<file path="config.mk">
export PLATFORM = sky130hd
export DESIGN_NAME = conv_front_top
export DESIGN_NICKNAME = d
export VERILOG_FILES = /design/src/hw/conv_front_pkg.sv /design/src/hw/beat_stream_if.sv /design/src/hw/conv_front_top.sv /design/src/hw/lane_mult_join.sv /design/src/hw/weights_replay.sv /design/src/hw/axis_pixels_shift.sv /design/src/hw/beat_slice.sv
export SDC_FILE = /design/constraint.sdc
export NUM_CORES = 2
export LEC_CHECK = 0
export ABC_AREA = 1
export BUFFER_PORTS_ARGS = -buffer_cell sky130_fd_sc_hd__buf_2
export CAP_MARGIN = 20
export CORE_ASPECT_RATIO = 2
export CORE_MARGIN = 1
export CORE_UTILIZATION = 45
export CTS_CLUSTER_SIZE = 28
export DETAILED_ROUTE_END_ITERATION = 6
export SETUP_SLACK_MARGIN = 0.3
export SYNTH_ARGS = -nofsm -noshare
export SYNTH_HDL_FRONTEND = slang
export SYNTH_SLANG_ARGS = --single-unit
</file>
<file path="constraint.sdc">
create_clock -name aclk -period 22.8 [get_ports aclk]
set_input_delay 0 -clock aclk [delete_from_list [all_inputs] [get_ports aclk]]
set_output_delay 0 -clock aclk [all_outputs]
set_load 0.1 [all_outputs]
</file>
<file path="src/hw/conv_front_pkg.sv">
`default_nettype none

package conv_front_pkg;

  // side information that rides along with every pixel beat.
  typedef struct packed {
    logic is_max;   // per-copy windows instead of broadcast.
    logic is_lrelu; // passed through to the activation stage.
  } pixel_user_t;

  // ------------------------------
  // default sizes
  // ------------------------------
  localparam int DEF_WORD_WIDTH    = 8;
  localparam int DEF_UNITS         = 4;
  localparam int DEF_COPIES        = 2;
  localparam int DEF_IM_SHIFT_REGS = 12;

  // bits needed to hold a count from 0 up to depth.
  function automatic int shift_width(input int depth);
    int bits;
    bits = (depth < 1) ? 1 : $clog2(depth + 1);
    return bits;
  endfunction

endpackage

`default_nettype wire
</file>
<file path="src/hw/beat_stream_if.sv">
`timescale 1ns/10ps
`default_nettype none

// a transfer happens on a cycle where valid and ready are both high.
interface beat_stream_if #(
  parameter type payload_t = logic
);

  logic     valid;
  logic     ready;
  payload_t data;
  logic     last;  // final beat of a run.

  modport source (output valid, output data, output last, input ready);

  modport sink (input valid, input data, input last, output ready);

endinterface

`default_nettype wire

</file>
<file path="src/hw/conv_front_top.sv">
`timescale 1ns/10ps
`default_nettype none

module conv_front_top #(
  parameter int WORD_WIDTH    = conv_front_pkg::DEF_WORD_WIDTH,
  parameter int UNITS         = conv_front_pkg::DEF_UNITS,
  parameter int COPIES        = conv_front_pkg::DEF_COPIES,
  parameter int IM_SHIFT_REGS = conv_front_pkg::DEF_IM_SHIFT_REGS,
  localparam int BITS_SH      = conv_front_pkg::shift_width(IM_SHIFT_REGS)
) (
  input  logic                                         aclk,
  input  logic                                         reset,
  // pixel rows
  input  logic                                         pix_valid,
  output logic                                         pix_ready,
  input  logic [IM_SHIFT_REGS-1:0][WORD_WIDTH-1:0]     pix_data,
  input  logic [BITS_SH-1:0]                           pix_shift,
  input  logic                                         pix_ones,
  input  logic                                         pix_is_max,
  input  logic                                         pix_is_lrelu,
  // weight vectors
  input  logic                                         wgt_valid,
  output logic                                         wgt_ready,
  input  logic [COPIES-1:0][UNITS-1:0][WORD_WIDTH-1:0] wgt_data,
  input  logic [BITS_SH-1:0]                           wgt_repeat,
  // products
  output logic                                         out_valid,
  input  logic                                         out_ready,
  output logic [COPIES-1:0][UNITS-1:0][2*WORD_WIDTH-1:0] out_data,
  output logic                                         out_is_lrelu,
  output logic                                         out_last
);

  import conv_front_pkg::*;

  typedef struct packed {
    logic [COPIES-1:0][UNITS-1:0][WORD_WIDTH-1:0] data;
    pixel_user_t                                  user;
  } pix_beat_t;

  typedef logic [COPIES-1:0][UNITS-1:0][WORD_WIDTH-1:0] wgt_beat_t;

  beat_stream_if #(.payload_t(pix_beat_t)) pix_if ();
  beat_stream_if #(.payload_t(wgt_beat_t)) wgt_if ();

  axis_pixels_shift #(
    .WORD_WIDTH    (WORD_WIDTH),
    .UNITS         (UNITS),
    .COPIES        (COPIES),
    .IM_SHIFT_REGS (IM_SHIFT_REGS),
    .BITS_SH       (BITS_SH)
  ) pixels_i (
    .aclk    (aclk),
    .reset   (reset),
    .s_valid (pix_valid),
    .s_data  (pix_data),
    .s_shift (pix_shift),
    .s_ones  (pix_ones),
    .s_user  (pixel_user_t'{is_max: pix_is_max, is_lrelu: pix_is_lrelu}),
    .s_ready (pix_ready),
    .m       (pix_if)
  );

  weights_replay #(
    .WORD_WIDTH (WORD_WIDTH),
    .UNITS      (UNITS),
    .COPIES     (COPIES),
    .BITS_SH    (BITS_SH)
  ) weights_i (
    .aclk     (aclk),
    .reset    (reset),
    .s_valid  (wgt_valid),
    .s_data   (wgt_data),
    .s_repeat (wgt_repeat),
    .s_ready  (wgt_ready),
    .m        (wgt_if)
  );

  lane_mult_join #(
    .WORD_WIDTH (WORD_WIDTH),
    .UNITS      (UNITS),
    .COPIES     (COPIES)
  ) join_i (
    .aclk       (aclk),
    .reset      (reset),
    .pix        (pix_if),
    .wgt        (wgt_if),
    .m_valid    (out_valid),
    .m_data     (out_data),
    .m_is_lrelu (out_is_lrelu),
    .m_last     (out_last),
    .m_ready    (out_ready)
  );

endmodule

`default_nettype wire

</file>
<file path="src/hw/lane_mult_join.sv">
`timescale 1ns/10ps
`default_nettype none

module lane_mult_join #(
  parameter int WORD_WIDTH = conv_front_pkg::DEF_WORD_WIDTH,
  parameter int UNITS      = conv_front_pkg::DEF_UNITS,
  parameter int COPIES     = conv_front_pkg::DEF_COPIES
) (
  input  logic                                         aclk,
  input  logic                                         reset,
  beat_stream_if.sink                                  pix,
  beat_stream_if.sink                                  wgt,
  output logic                                         m_valid,
  output logic [COPIES-1:0][UNITS-1:0][2*WORD_WIDTH-1:0] m_data,
  output logic                                         m_is_lrelu,
  output logic                                         m_last,
  input  logic                                         m_ready
);

  import conv_front_pkg::*;

  typedef struct packed {
    logic [COPIES-1:0][UNITS-1:0][WORD_WIDTH-1:0] data;
    pixel_user_t                                  user;
  } pix_beat_t;

  typedef logic [COPIES-1:0][UNITS-1:0][WORD_WIDTH-1:0] wgt_beat_t;

  pix_beat_t pix_beat;
  wgt_beat_t wgt_beat;
  logic      out_free;
  logic      fire;

  assign pix_beat = pix.data;
  assign wgt_beat = wgt.data;

  assign out_free  = m_ready | ~m_valid;
  assign fire      = pix.valid & wgt.valid & out_free; // both sides move together.
  assign pix.ready = fire;
  assign wgt.ready = fire;

  // ------------------------------
  // output register
  // ------------------------------
  always_ff @(posedge aclk) begin
    if (reset) begin
      m_valid <= 1'b0;
    end else if (out_free) begin
      m_valid <= pix.valid & wgt.valid;
    end
  end

  always_ff @(posedge aclk) begin
    if (fire) begin
      for (int c = 0; c < COPIES; c++) begin
        for (int u = 0; u < UNITS; u++) begin
          m_data[c][u] <= pix_beat.data[c][u] * wgt_beat[c][u];
        end
      end
      m_is_lrelu <= pix_beat.user.is_lrelu;
      m_last     <= pix.last;
    end
  end

  // both producers must end their runs on the same beat.
  assert property (@(posedge aclk) disable iff (reset)
    fire |-> pix.last == wgt.last);

endmodule

`default_nettype wire

</file>
<file path="src/hw/weights_replay.sv">
`timescale 1ns/10ps
`default_nettype none

module weights_replay #(
  parameter int WORD_WIDTH = conv_front_pkg::DEF_WORD_WIDTH,
  parameter int UNITS      = conv_front_pkg::DEF_UNITS,
  parameter int COPIES     = conv_front_pkg::DEF_COPIES,
  parameter int BITS_SH    = conv_front_pkg::shift_width(conv_front_pkg::DEF_IM_SHIFT_REGS)
) (
  input  logic                                     aclk,
  input  logic                                     reset,
  input  logic                                     s_valid,
  input  logic [COPIES-1:0][UNITS-1:0][WORD_WIDTH-1:0] s_data,
  input  logic [BITS_SH-1:0]                       s_repeat,
  output logic                                     s_ready,
  beat_stream_if.source                            m
);

  typedef logic [COPIES-1:0][UNITS-1:0][WORD_WIDTH-1:0] beat_t;

  logic               clken;
  logic               count_en;
  logic               count_last;
  logic [BITS_SH-1:0] count;
  logic               reg_valid;
  beat_t              reg_data;

  assign count_last = (count == '0);
  assign count_en   = clken & (count_last ? s_valid : 1'b1);
  assign s_ready    = clken & count_last;

  always_ff @(posedge aclk) begin
    if (reset) begin
      count     <= '0;
      reg_valid <= 1'b0;
    end else begin
      if (count_en) begin
        count <= count_last ? s_repeat : count - 1'b1;
      end
      if (s_ready) begin
        reg_valid <= s_valid; // stays up for the whole replay.
      end
    end
  end

  always_ff @(posedge aclk) begin
    if (s_valid & s_ready) begin
      reg_data <= s_data;
    end
  end

  beat_slice #(
    .payload_t (beat_t)
  ) slice_i (
    .aclk     (aclk),
    .reset    (reset),
    .in_valid (reg_valid),
    .in_data  (reg_data),
    .in_last  (count_last),
    .in_ready (clken),
    .out      (m)
  );

endmodule

`default_nettype wire

</file>
<file path="src/hw/axis_pixels_shift.sv">
`timescale 1ns/10ps
`default_nettype none

module axis_pixels_shift #(
  parameter int WORD_WIDTH    = conv_front_pkg::DEF_WORD_WIDTH,
  parameter int UNITS         = conv_front_pkg::DEF_UNITS,
  parameter int COPIES        = conv_front_pkg::DEF_COPIES,
  parameter int IM_SHIFT_REGS = conv_front_pkg::DEF_IM_SHIFT_REGS,
  parameter int BITS_SH       = conv_front_pkg::shift_width(IM_SHIFT_REGS)
) (
  input  logic                                   aclk,
  input  logic                                   reset,
  input  logic                                   s_valid,
  input  logic [IM_SHIFT_REGS-1:0][WORD_WIDTH-1:0] s_data,
  input  logic [BITS_SH-1:0]                     s_shift,
  input  logic                                   s_ones,
  input  conv_front_pkg::pixel_user_t            s_user,
  output logic                                   s_ready,
  beat_stream_if.source                          m
);

  import conv_front_pkg::*;

  typedef struct packed {
    logic [COPIES-1:0][UNITS-1:0][WORD_WIDTH-1:0] data;
    pixel_user_t                                  user;
  } beat_t;

  logic               clken;
  logic               count_en;
  logic               count_last;
  logic [BITS_SH-1:0] count;

  // ------------------------------
  // countdown over the run
  // ------------------------------
  assign count_last = (count == '0);
  assign count_en   = clken & (count_last ? s_valid : 1'b1);
  assign s_ready    = clken & count_last; // new row only once the run is out.

  logic reg_valid;

  always_ff @(posedge aclk) begin
    if (reset) begin
      count     <= '0;
      reg_valid <= 1'b0;
    end else begin
      if (count_en) begin
        count <= count_last ? s_shift : count - 1'b1;
      end
      if (s_ready) begin
        reg_valid <= s_valid;
      end
    end
  end

  // ------------------------------
  // shift register and side info
  // ------------------------------
  logic [IM_SHIFT_REGS-1:0][WORD_WIDTH-1:0] reg_data;
  pixel_user_t                              reg_user;
  logic                                     reg_ones;

  always_ff @(posedge aclk) begin
    if (count_en) begin
      reg_data <= count_last ? s_data : reg_data >> WORD_WIDTH; // zeros enter at the top.
    end
    if (s_valid & s_ready) begin
      reg_user <= s_user;
      reg_ones <= s_ones;
    end
  end

  // copies broadcast copy 0 unless max pooling asks for its own window.
  logic  per_copy;
  beat_t slice_data;

  assign per_copy = reg_user.is_max & ~reg_ones;

  always_comb begin
    slice_data.user    = reg_user;
    slice_data.data[0] = reg_data[UNITS-1:0];
    for (int c = 1; c < COPIES; c++) begin
      slice_data.data[c] = per_copy ? reg_data[c*UNITS +: UNITS] : reg_data[UNITS-1:0];
    end
  end

  beat_slice #(
    .payload_t (beat_t)
  ) slice_i (
    .aclk     (aclk),
    .reset    (reset),
    .in_valid (reg_valid),
    .in_data  (slice_data),
    .in_last  (count_last), // count at zero holds the final window.
    .in_ready (clken),
    .out      (m)
  );

endmodule

`default_nettype wire

</file>
<file path="src/hw/beat_slice.sv">
`timescale 1ns/10ps
`default_nettype none

module beat_slice #(
  parameter type payload_t = logic
) (
  input  logic          aclk,
  input  logic          reset,
  input  logic          in_valid,
  input  payload_t      in_data,
  input  logic          in_last,
  output logic          in_ready,
  beat_stream_if.source out
);

  payload_t main_data;
  payload_t skid_data;
  logic     main_last;
  logic     skid_last;
  logic     main_valid;
  logic     skid_valid;
  logic     main_free;

  assign main_free = out.ready | ~main_valid; // output stage moves on this edge.

  // ------------------------------
  // control
  // ------------------------------
  always_ff @(posedge aclk) begin
    if (reset) begin
      main_valid <= 1'b0;
      skid_valid <= 1'b0;
      in_ready   <= 1'b0;
    end else if (main_free) begin
      main_valid <= skid_valid | (in_valid & in_ready);
      skid_valid <= 1'b0;
      in_ready   <= 1'b1;
    end else if (in_valid & in_ready) begin
      skid_valid <= 1'b1; // park the beat while the output is stalled.
      in_ready   <= 1'b0;
    end
  end

  always_ff @(posedge aclk) begin
    if (main_free) begin
      main_data <= skid_valid ? skid_data : in_data;
      main_last <= skid_valid ? skid_last : in_last;
    end
    if (in_ready) begin
      skid_data <= in_data;
      skid_last <= in_last;
    end
  end

  assign out.valid = main_valid;
  assign out.data  = main_data;
  assign out.last  = main_last;

  // an offered beat is held until the slice takes it.
  assert property (@(posedge aclk) disable iff (reset)
    in_valid && !in_ready |=> in_valid && $stable(in_data) && $stable(in_last));

endmodule

`default_nettype wire

</file>
Word level (Yosys, flattened, before mapping)
Index checks and enable logic that the tools add are counted.
{"block": "word_totals", "out_inout_bits": 133, "regBits": 571, "word_cells": 130}
{"block": "classes", "addsub": 2, "n_mux": 13, "reduce_logical": 6, "bitwise_logic": 20, "n_mul": 8}
{"op": "multiplier 8 x 8 -> 16 bit", "n": 8}
{"op": "two-way mux 88 bit", "n": 1}
{"op": "two-way mux 66 bit", "n": 1}
{"op": "two-way mux 64 bit", "n": 1}
{"op": "two-way mux 32 bit", "n": 1}
{"op": "AND 1 bit", "n": 11}
{"op": "zero test 4 bit", "n": 2}
{"op": "two-way mux 4 bit", "n": 2}
{"op": "subtractor 4 x 1 -> 4 bit, second input constant", "n": 2}
{"op": "two-way mux 1 bit", "n": 7}
{"op": "bitwise OR 1 bit", "n": 5}
{"op": "NOT 1 bit", "n": 4}
{"op": "nonzero test 2 bit", "n": 2}
{"op": "OR reduction 2 bit", "n": 2}

Longest topological paths before layout
{"block": "logic_depth", "depth_word": 5, "ltp_mapped": 20}

By module
Synthesis repeated with hierarchy kept, for this count alone.
{"block": "hier_totals", "hier_cells": 4512, "hier_area_um2": 40157.3}
{"mod": "lane_mult_join", "instances": 1, "area_each_um2": 23216.0, "cells_per_inst": 3183}
{"mod": "beat_slice at pixels_i.slice_i", "instances": 1, "area_each_um2": 5012.3, "cells_per_inst": 368}
{"mod": "beat_slice at weights_i.slice_i", "instances": 1, "area_each_um2": 4847.1, "cells_per_inst": 357}
{"mod": "axis_pixels_shift", "instances": 1, "area_each_um2": 4842.1, "cells_per_inst": 489}
{"mod": "weights_replay", "instances": 1, "area_each_um2": 2239.6, "cells_per_inst": 115}

Least setup slack after synthesis
No wires, ideal clock.
{"block": "synth_timing", "path_kind": "flip-flop to flip-flop", "start": "register join_i.m_valid", "end": "register pixels_i.slice_i.main_data (netlist bit pixels_i.slice_i.out.data[0]), enable pin", "setup_slack_ps": 13092, "n_path_buf": 0, "t_required_ps": 22373, "setup_ps": 427, "stages_incl_launch_ff": 4, "arrival_ps": 9281, "cell_sequence": "dfxtp_1 > a21oi_1 > inv_1 > nand2_1"}
{"block": "synth_via", "elab_chain_len": 4}
{"item": "start: declaration", "line": "lane_mult_join.sv:13", "text": "output logic m_valid,"}
{"item": "start signal: assignment", "line": "lane_mult_join.sv:49", "text": "m_valid <= pix.valid & wgt.valid;"}
{"item": "NOT 1 bit", "line": "lane_mult_join.sv:37", "text": "assign out_free = m_ready | ~m_valid;"}
{"item": "bitwise OR 1 bit", "line": "lane_mult_join.sv:37"}
{"item": "AND 1 bit", "line": "lane_mult_join.sv:38", "text": "assign fire = pix.valid & wgt.valid & out_free;"}
{"item": "via join_i.pix.ready", "line": "beat_stream_if.sv:16", "text": "modport sink (input valid, input data, input last, output ready);"}
{"item": "bitwise OR 1 bit", "line": "beat_slice.sv:24", "text": "assign main_free = out.ready | ~main_valid;"}
{"item": "via pixels_i.slice_i.main_free", "line": "beat_slice.sv:22", "text": "logic main_free;"}
{"item": "end signal: assignment", "line": "beat_slice.sv:46", "text": "main_data <= skid_valid ? skid_data : in_data;"}
{"item": "end: declaration", "line": "beat_slice.sv:16", "text": "payload_t main_data;"}
The timed path passes the listed nets, and every way through them passes these cells.
A chain may end at the register's enable or synchronous reset.

Worst setup path in the final report
{"block": "layout_timing", "start": "register weights_i.slice_i.main_data (netlist bit weights_i.slice_i.out.data[18])", "end": "register join_i.m_data[47] in the netlist's numbering, data pin"}
{"block": "layout_via", "elab_chain_len": 1}
{"item": "start: declaration", "line": "beat_slice.sv:16"}
{"item": "start signal: assignment", "line": "beat_slice.sv:46"}
{"item": "multiplier 8 x 8 -> 16 bit", "line": "lane_mult_join.sv:57", "text": "m_data[c][u] <= pix_beat.data[c][u] * wgt_beat[c][u];"}
{"item": "end signal: indexed assignment", "line": "lane_mult_join.sv:57"}
{"item": "end: declaration", "line": "lane_mult_join.sv:14", "text": "output logic [COPIES-1:0][UNITS-1:0][2*WORD_WIDTH-1:0] m_data,"}
Every way passes these cells.

==> load_flow_metrics.sql <==
INSERT INTO impl_metrics (metric_group, metric, value, unit) VALUES
('placed_design', 'dp.final_hpwl', '74.8', 'mm'),
('timing', 'finalSetupTns', '0', 'ns'),
('timing', 'post-route-period-util', '17.9', '%'),
('clock_network', 'clock_latency_late_sink', '0.65', 'ns'),
('worst_setup_path', 'worstSetupEndpoint', 'join_i.m_data[47]', ''),
('clock_network', 'ctsHtreeMaxLevel', '2', ''),
('synthesis', 'synth-seq-cells', '570', ''),
('worst_setup_path', 'crit_start', 'weights_i.slice_i.out.data[18]', ''),
('finish', 'num-fill-cells', '8172', ''),
('grt', 'number_of_global_route_vias_before_repair', '29885', ''),
('worst_setup_path', 'worst_ep_arrival_time', '4.47', 'ns'),
('synthesis', 'synth-async-reset-ratio', '0', '%'),
('timing', 'tightestPinTransition', '1.05', 'ns'),
('route', 'via_per_inst', '4.73', ''),
('floorplan', 'floorplan.io_pins', '309', ''),
('finish', 'finish.net_count', '5618', ''),
('synthesis', 'seq_area_frac_synth', '42.6', '%'),
('grt', 'pin_count_of_the_biggest_net_entering_global_routing', '115', ''),
('timing', 'fin_crit', '4.07', 'ns'),
('clock_network', 'cts_root_buf', 'clkbuf_16', ''),
('synthesis', 'syn_avg_cell_area', '8.85', 'um2'),
('synthesis', 'synth.largest_area_cell', 'edfxtp_1', ''),
('route', 'first_iter_violations', '1512', ''),
('floorplan', 'effective_utilization_at_floorplan', '45.5', '%'),
('worst_setup_path', 'rr_startpoint', 'weights_i.slice_i.out.data[18]', ''),
('timing', 'max_slew_margin', '29.7', '%'),
('placed_design', 'gp_congestion', '0.916', ''),
('timing', 'grt_setup_unrepaired', 'no', ''),
('worst_setup_path', 'timing.critical_path.fanout_max', '8', ''),
('run', 'maxCapViolations', '0', ''),
('timing', 'setup_viol', '0', ''),
('timing', 'clock-skew-final', '0.0139', 'ns'),
('worst_setup_path', 'ff2ff_setup_slack', '18.73', 'ns'),
('timing', 'achievable-frequency', '246', 'MHz'),
('synthesis', 'edff_count_synth', '553', ''),
('route', 'detailroute.via_count', '28737', ''),
('route', 'route.final.wire_length', '99.3', 'mm'),
('clock_network', 'tritoncts_clock_tree', 'built', ''),
('status', 'run_status', 'complete, no violations', ''),
('worst_setup_path', 'timing.rr.end', 'join_i.m_data[47]', ''),
('floorplan', 'fp-row-count', '153', ''),
('floorplan', 'die_w', '212', 'um'),
('floorplan', 'die_h', '422', 'um'),
('grt', 'global_route_wire_length_before_repair', '155', 'mm'),
('min_path', 'hold_path_depth', '2', ''),
('synthesis', 'synth_top_cells_by_area', 'edfxtp_1, nand2_1, fa_1', ''),
('floorplan', 'floorplan.die_area', '89600', 'um2'),
('finish', 'area_growth_syn_to_layout', '14.8', '%'),
('worst_setup_path', 'cp-end-kind', 'flop', ''),
('finish', 'multi_input_area', '17800', 'um2'),
('clock_network', 'cts.sink_count', '570', ''),
('clock_network', 'tritoncts.num_buffers', '53', ''),
('route', 'detail_route.drc_violations', '0', ''),
('clock_network', 'ctsLongestPathBuffers', '3', ''),
('grt', 'grt_antenna_before_repair', '5', ''),
('worst_setup_path', 'crit_type', 'reg -> reg', ''),
('worst_setup_path', 'reg2reg_depth', '16', ''),
('synthesis', 'synth_area', '39800', 'um2'),
('worst_setup_path', 'worst_setup_path_start_kind', 'flop', ''),
('synthesis', 'synth_fp_nets', '5245', ''),
('floorplan', 'core_area', '87300', 'um2'),
('route', 'antenna_violating_nets_post_route', '0', ''),
('worst_setup_path', 'critical_path_data_required_time', '23.20', 'ns'),
('grt', 'grt-ovfl-total', '0', ''),
('synthesis', 'synthDominantCellAreaShare', '41.8', '%'),
('timing', 'slew_violations', '0', ''),
('clock_network', 'path_clk_slew', '0.07', 'ns'),
('timing', 'finalHoldViolCount', '0', ''),
('synthesis', 'yosys_most_used_dff', 'edfxtp_1', ''),
('route', 'detail_route.wl_per_cell', '16.4', 'um'),
('grt', 'track_usage', '22.7', '%'),
('placed_design', 'port_buffers', '308', ''),
('synthesis', 'synth.yosys.warnings', '0', ''),
('synthesis', 'synth_cell_types', '27', ''),
('synthesis', 'syn_inst', '4491', ''),
('route', 'first_pass_iters', '5', ''),
('finish', 'share_of_cells_above_drive_strength_1', '8.68', '%'),
('finish', 'sequential_cell_area', '17000', 'um2'),
('min_path', 'worst_hold_path_type', 'in -> reg', '');
-- cell usage after synthesis (32+ instances only) --
master	number
edfxtp_1	553
nand4_1	44
clkbuf_1	132
nor2_1	84
a21oi_1	39
inv_1	1134
buf_2	32
xor2_1	48
fa_1	288
nand2_1	1566
ha_1	290
o21ai_0	121
nand3_1	100
-- cells in the final DEF, fill, tap and decap left out --
cell type and n:
a21oi_2 2, xnor2_1 8, fa_1 288, dfxtp_1 13, inv_1 1131, dlygate4sd3_1 181
buf_4 12, inv_16 1, nand2_2 5, clkbuf_1 6, o21ai_4 1, bufinv_16 6
a21oi_1 38, diode_2 2, nand3_1 100, o21ai_2 2, edfxtp_1 553, nand4_1 44
ha_1 290, clkinv_4 2, nor2_1 84, nor2_2 1, inv_6 4, clkinvlp_4 7
dfxtp_4 4, nor2_4 1, xor2_1 48, inv_4 1, clkinv_1 12, buf_2 308
clkbuf_16 53, nand2_4 2, o21ai_0 121, nand2_1 1564, clkinv_2 9, inv_2 4
a21oi_4 1
-- metrics by stage --
step,instance area [um2],util [%],std cells,hold WS (ns),setup slack (ns)
final,45700,52.3,6071,0.0706,18.73
after global routing,45700,52.3,6070,0.0384,18.44
after CTS,45700,52.3,6069,0.0190,18.70
after detailed placement,42100,48.2,5790,0.178,18.72
after global placement,42100,48.2,5790,0.178,18.71
after floorplan,39800,-,4491,0.0989,13.09
-- worst min-delay path by stage --
stage / startpoint / to
3_5_place_dp: wgt_data[5] / weights_i.reg_data[5]
2_1_floorplan: pix_ones / pixels_i.reg_ones
6_report: wgt_data[26] / weights_i.reg_data[26]
5_1_grt: wgt_data[59] / weights_i.reg_data[59]
4_1_cts: wgt_data[60] / weights_i.reg_data[60]
3_3_place_gp: wgt_data[9] / weights_i.reg_data[9]
-- final cells by class --
type / count / share of cell area [%]
diodes: 2 / 0.0110
clock buffers: 59 / 2.95
clock inverters: 39 / 0.847
inverters: 1138 / 9.36
multi-input cells: 2600 / 38.9
flip-flops and latches: 570 / 37.2
well taps: 1162 / 3.18
repair buffers: 501 / 7.54
-- repair_timing --
item	CTS	global route
resized for setup	0	0
hold buffers	181	0
buffers inserted	0	0
hold endpoints to repair	179	0
-- registers in the layout, summed over array words and instances (netlist names), 2 cells and up --
register / count
join_i.m_data: 128
pixels_i.count: 4
pixels_i.reg_data: 96
pixels_i.reg_user: 2
pixels_i.slice_i.out.data: 65
pixels_i.slice_i.skid_data: 65
weights_i.count: 4
weights_i.reg_data: 64
weights_i.slice_i.out.data: 64
weights_i.slice_i.skid_data: 64
-- cell families after synthesis --
kind of cell,after synthesis,synth area share [%]
AO/OA/AOI/OAI,165,2.14
XOR/XNOR,56,1.23
flip-flops,570,42.6
AND/OR/NAND/NOR,1801,17.7
buffers and inverters,1321,12.7
adder cells (fa/ha/maj),578,23.6
-- worst max-delay path: stages, from the launching register on --
cell      delay, ns
edfxtp_1       0.54
nand2_1        0.14
fa_1           0.54
fa_1           0.55
inv_1          0.05
fa_1           0.47
inv_1          0.06
fa_1           0.49
inv_1          0.04
ha_1           0.33
nand2_1        0.10
inv_1          0.10
nand2_1        0.09
nor2_1         0.09
nand2_1        0.08
nand4_1        0.08
nand2_1        0.07
-- layer usage --
metal	track usage (%)	vias to the layer above	share of wire, %
li1	-	14196	-
met1	25.0	13656	38
met2	43.0	691	54
met3	3.24	186	4.8
met4	8.68	8	3.7
met5	0	-	0.051
Power is left out: the tool's default activity adds up to more than one toggle a clock period on the data nets, which glitch-free logic cannot reach.
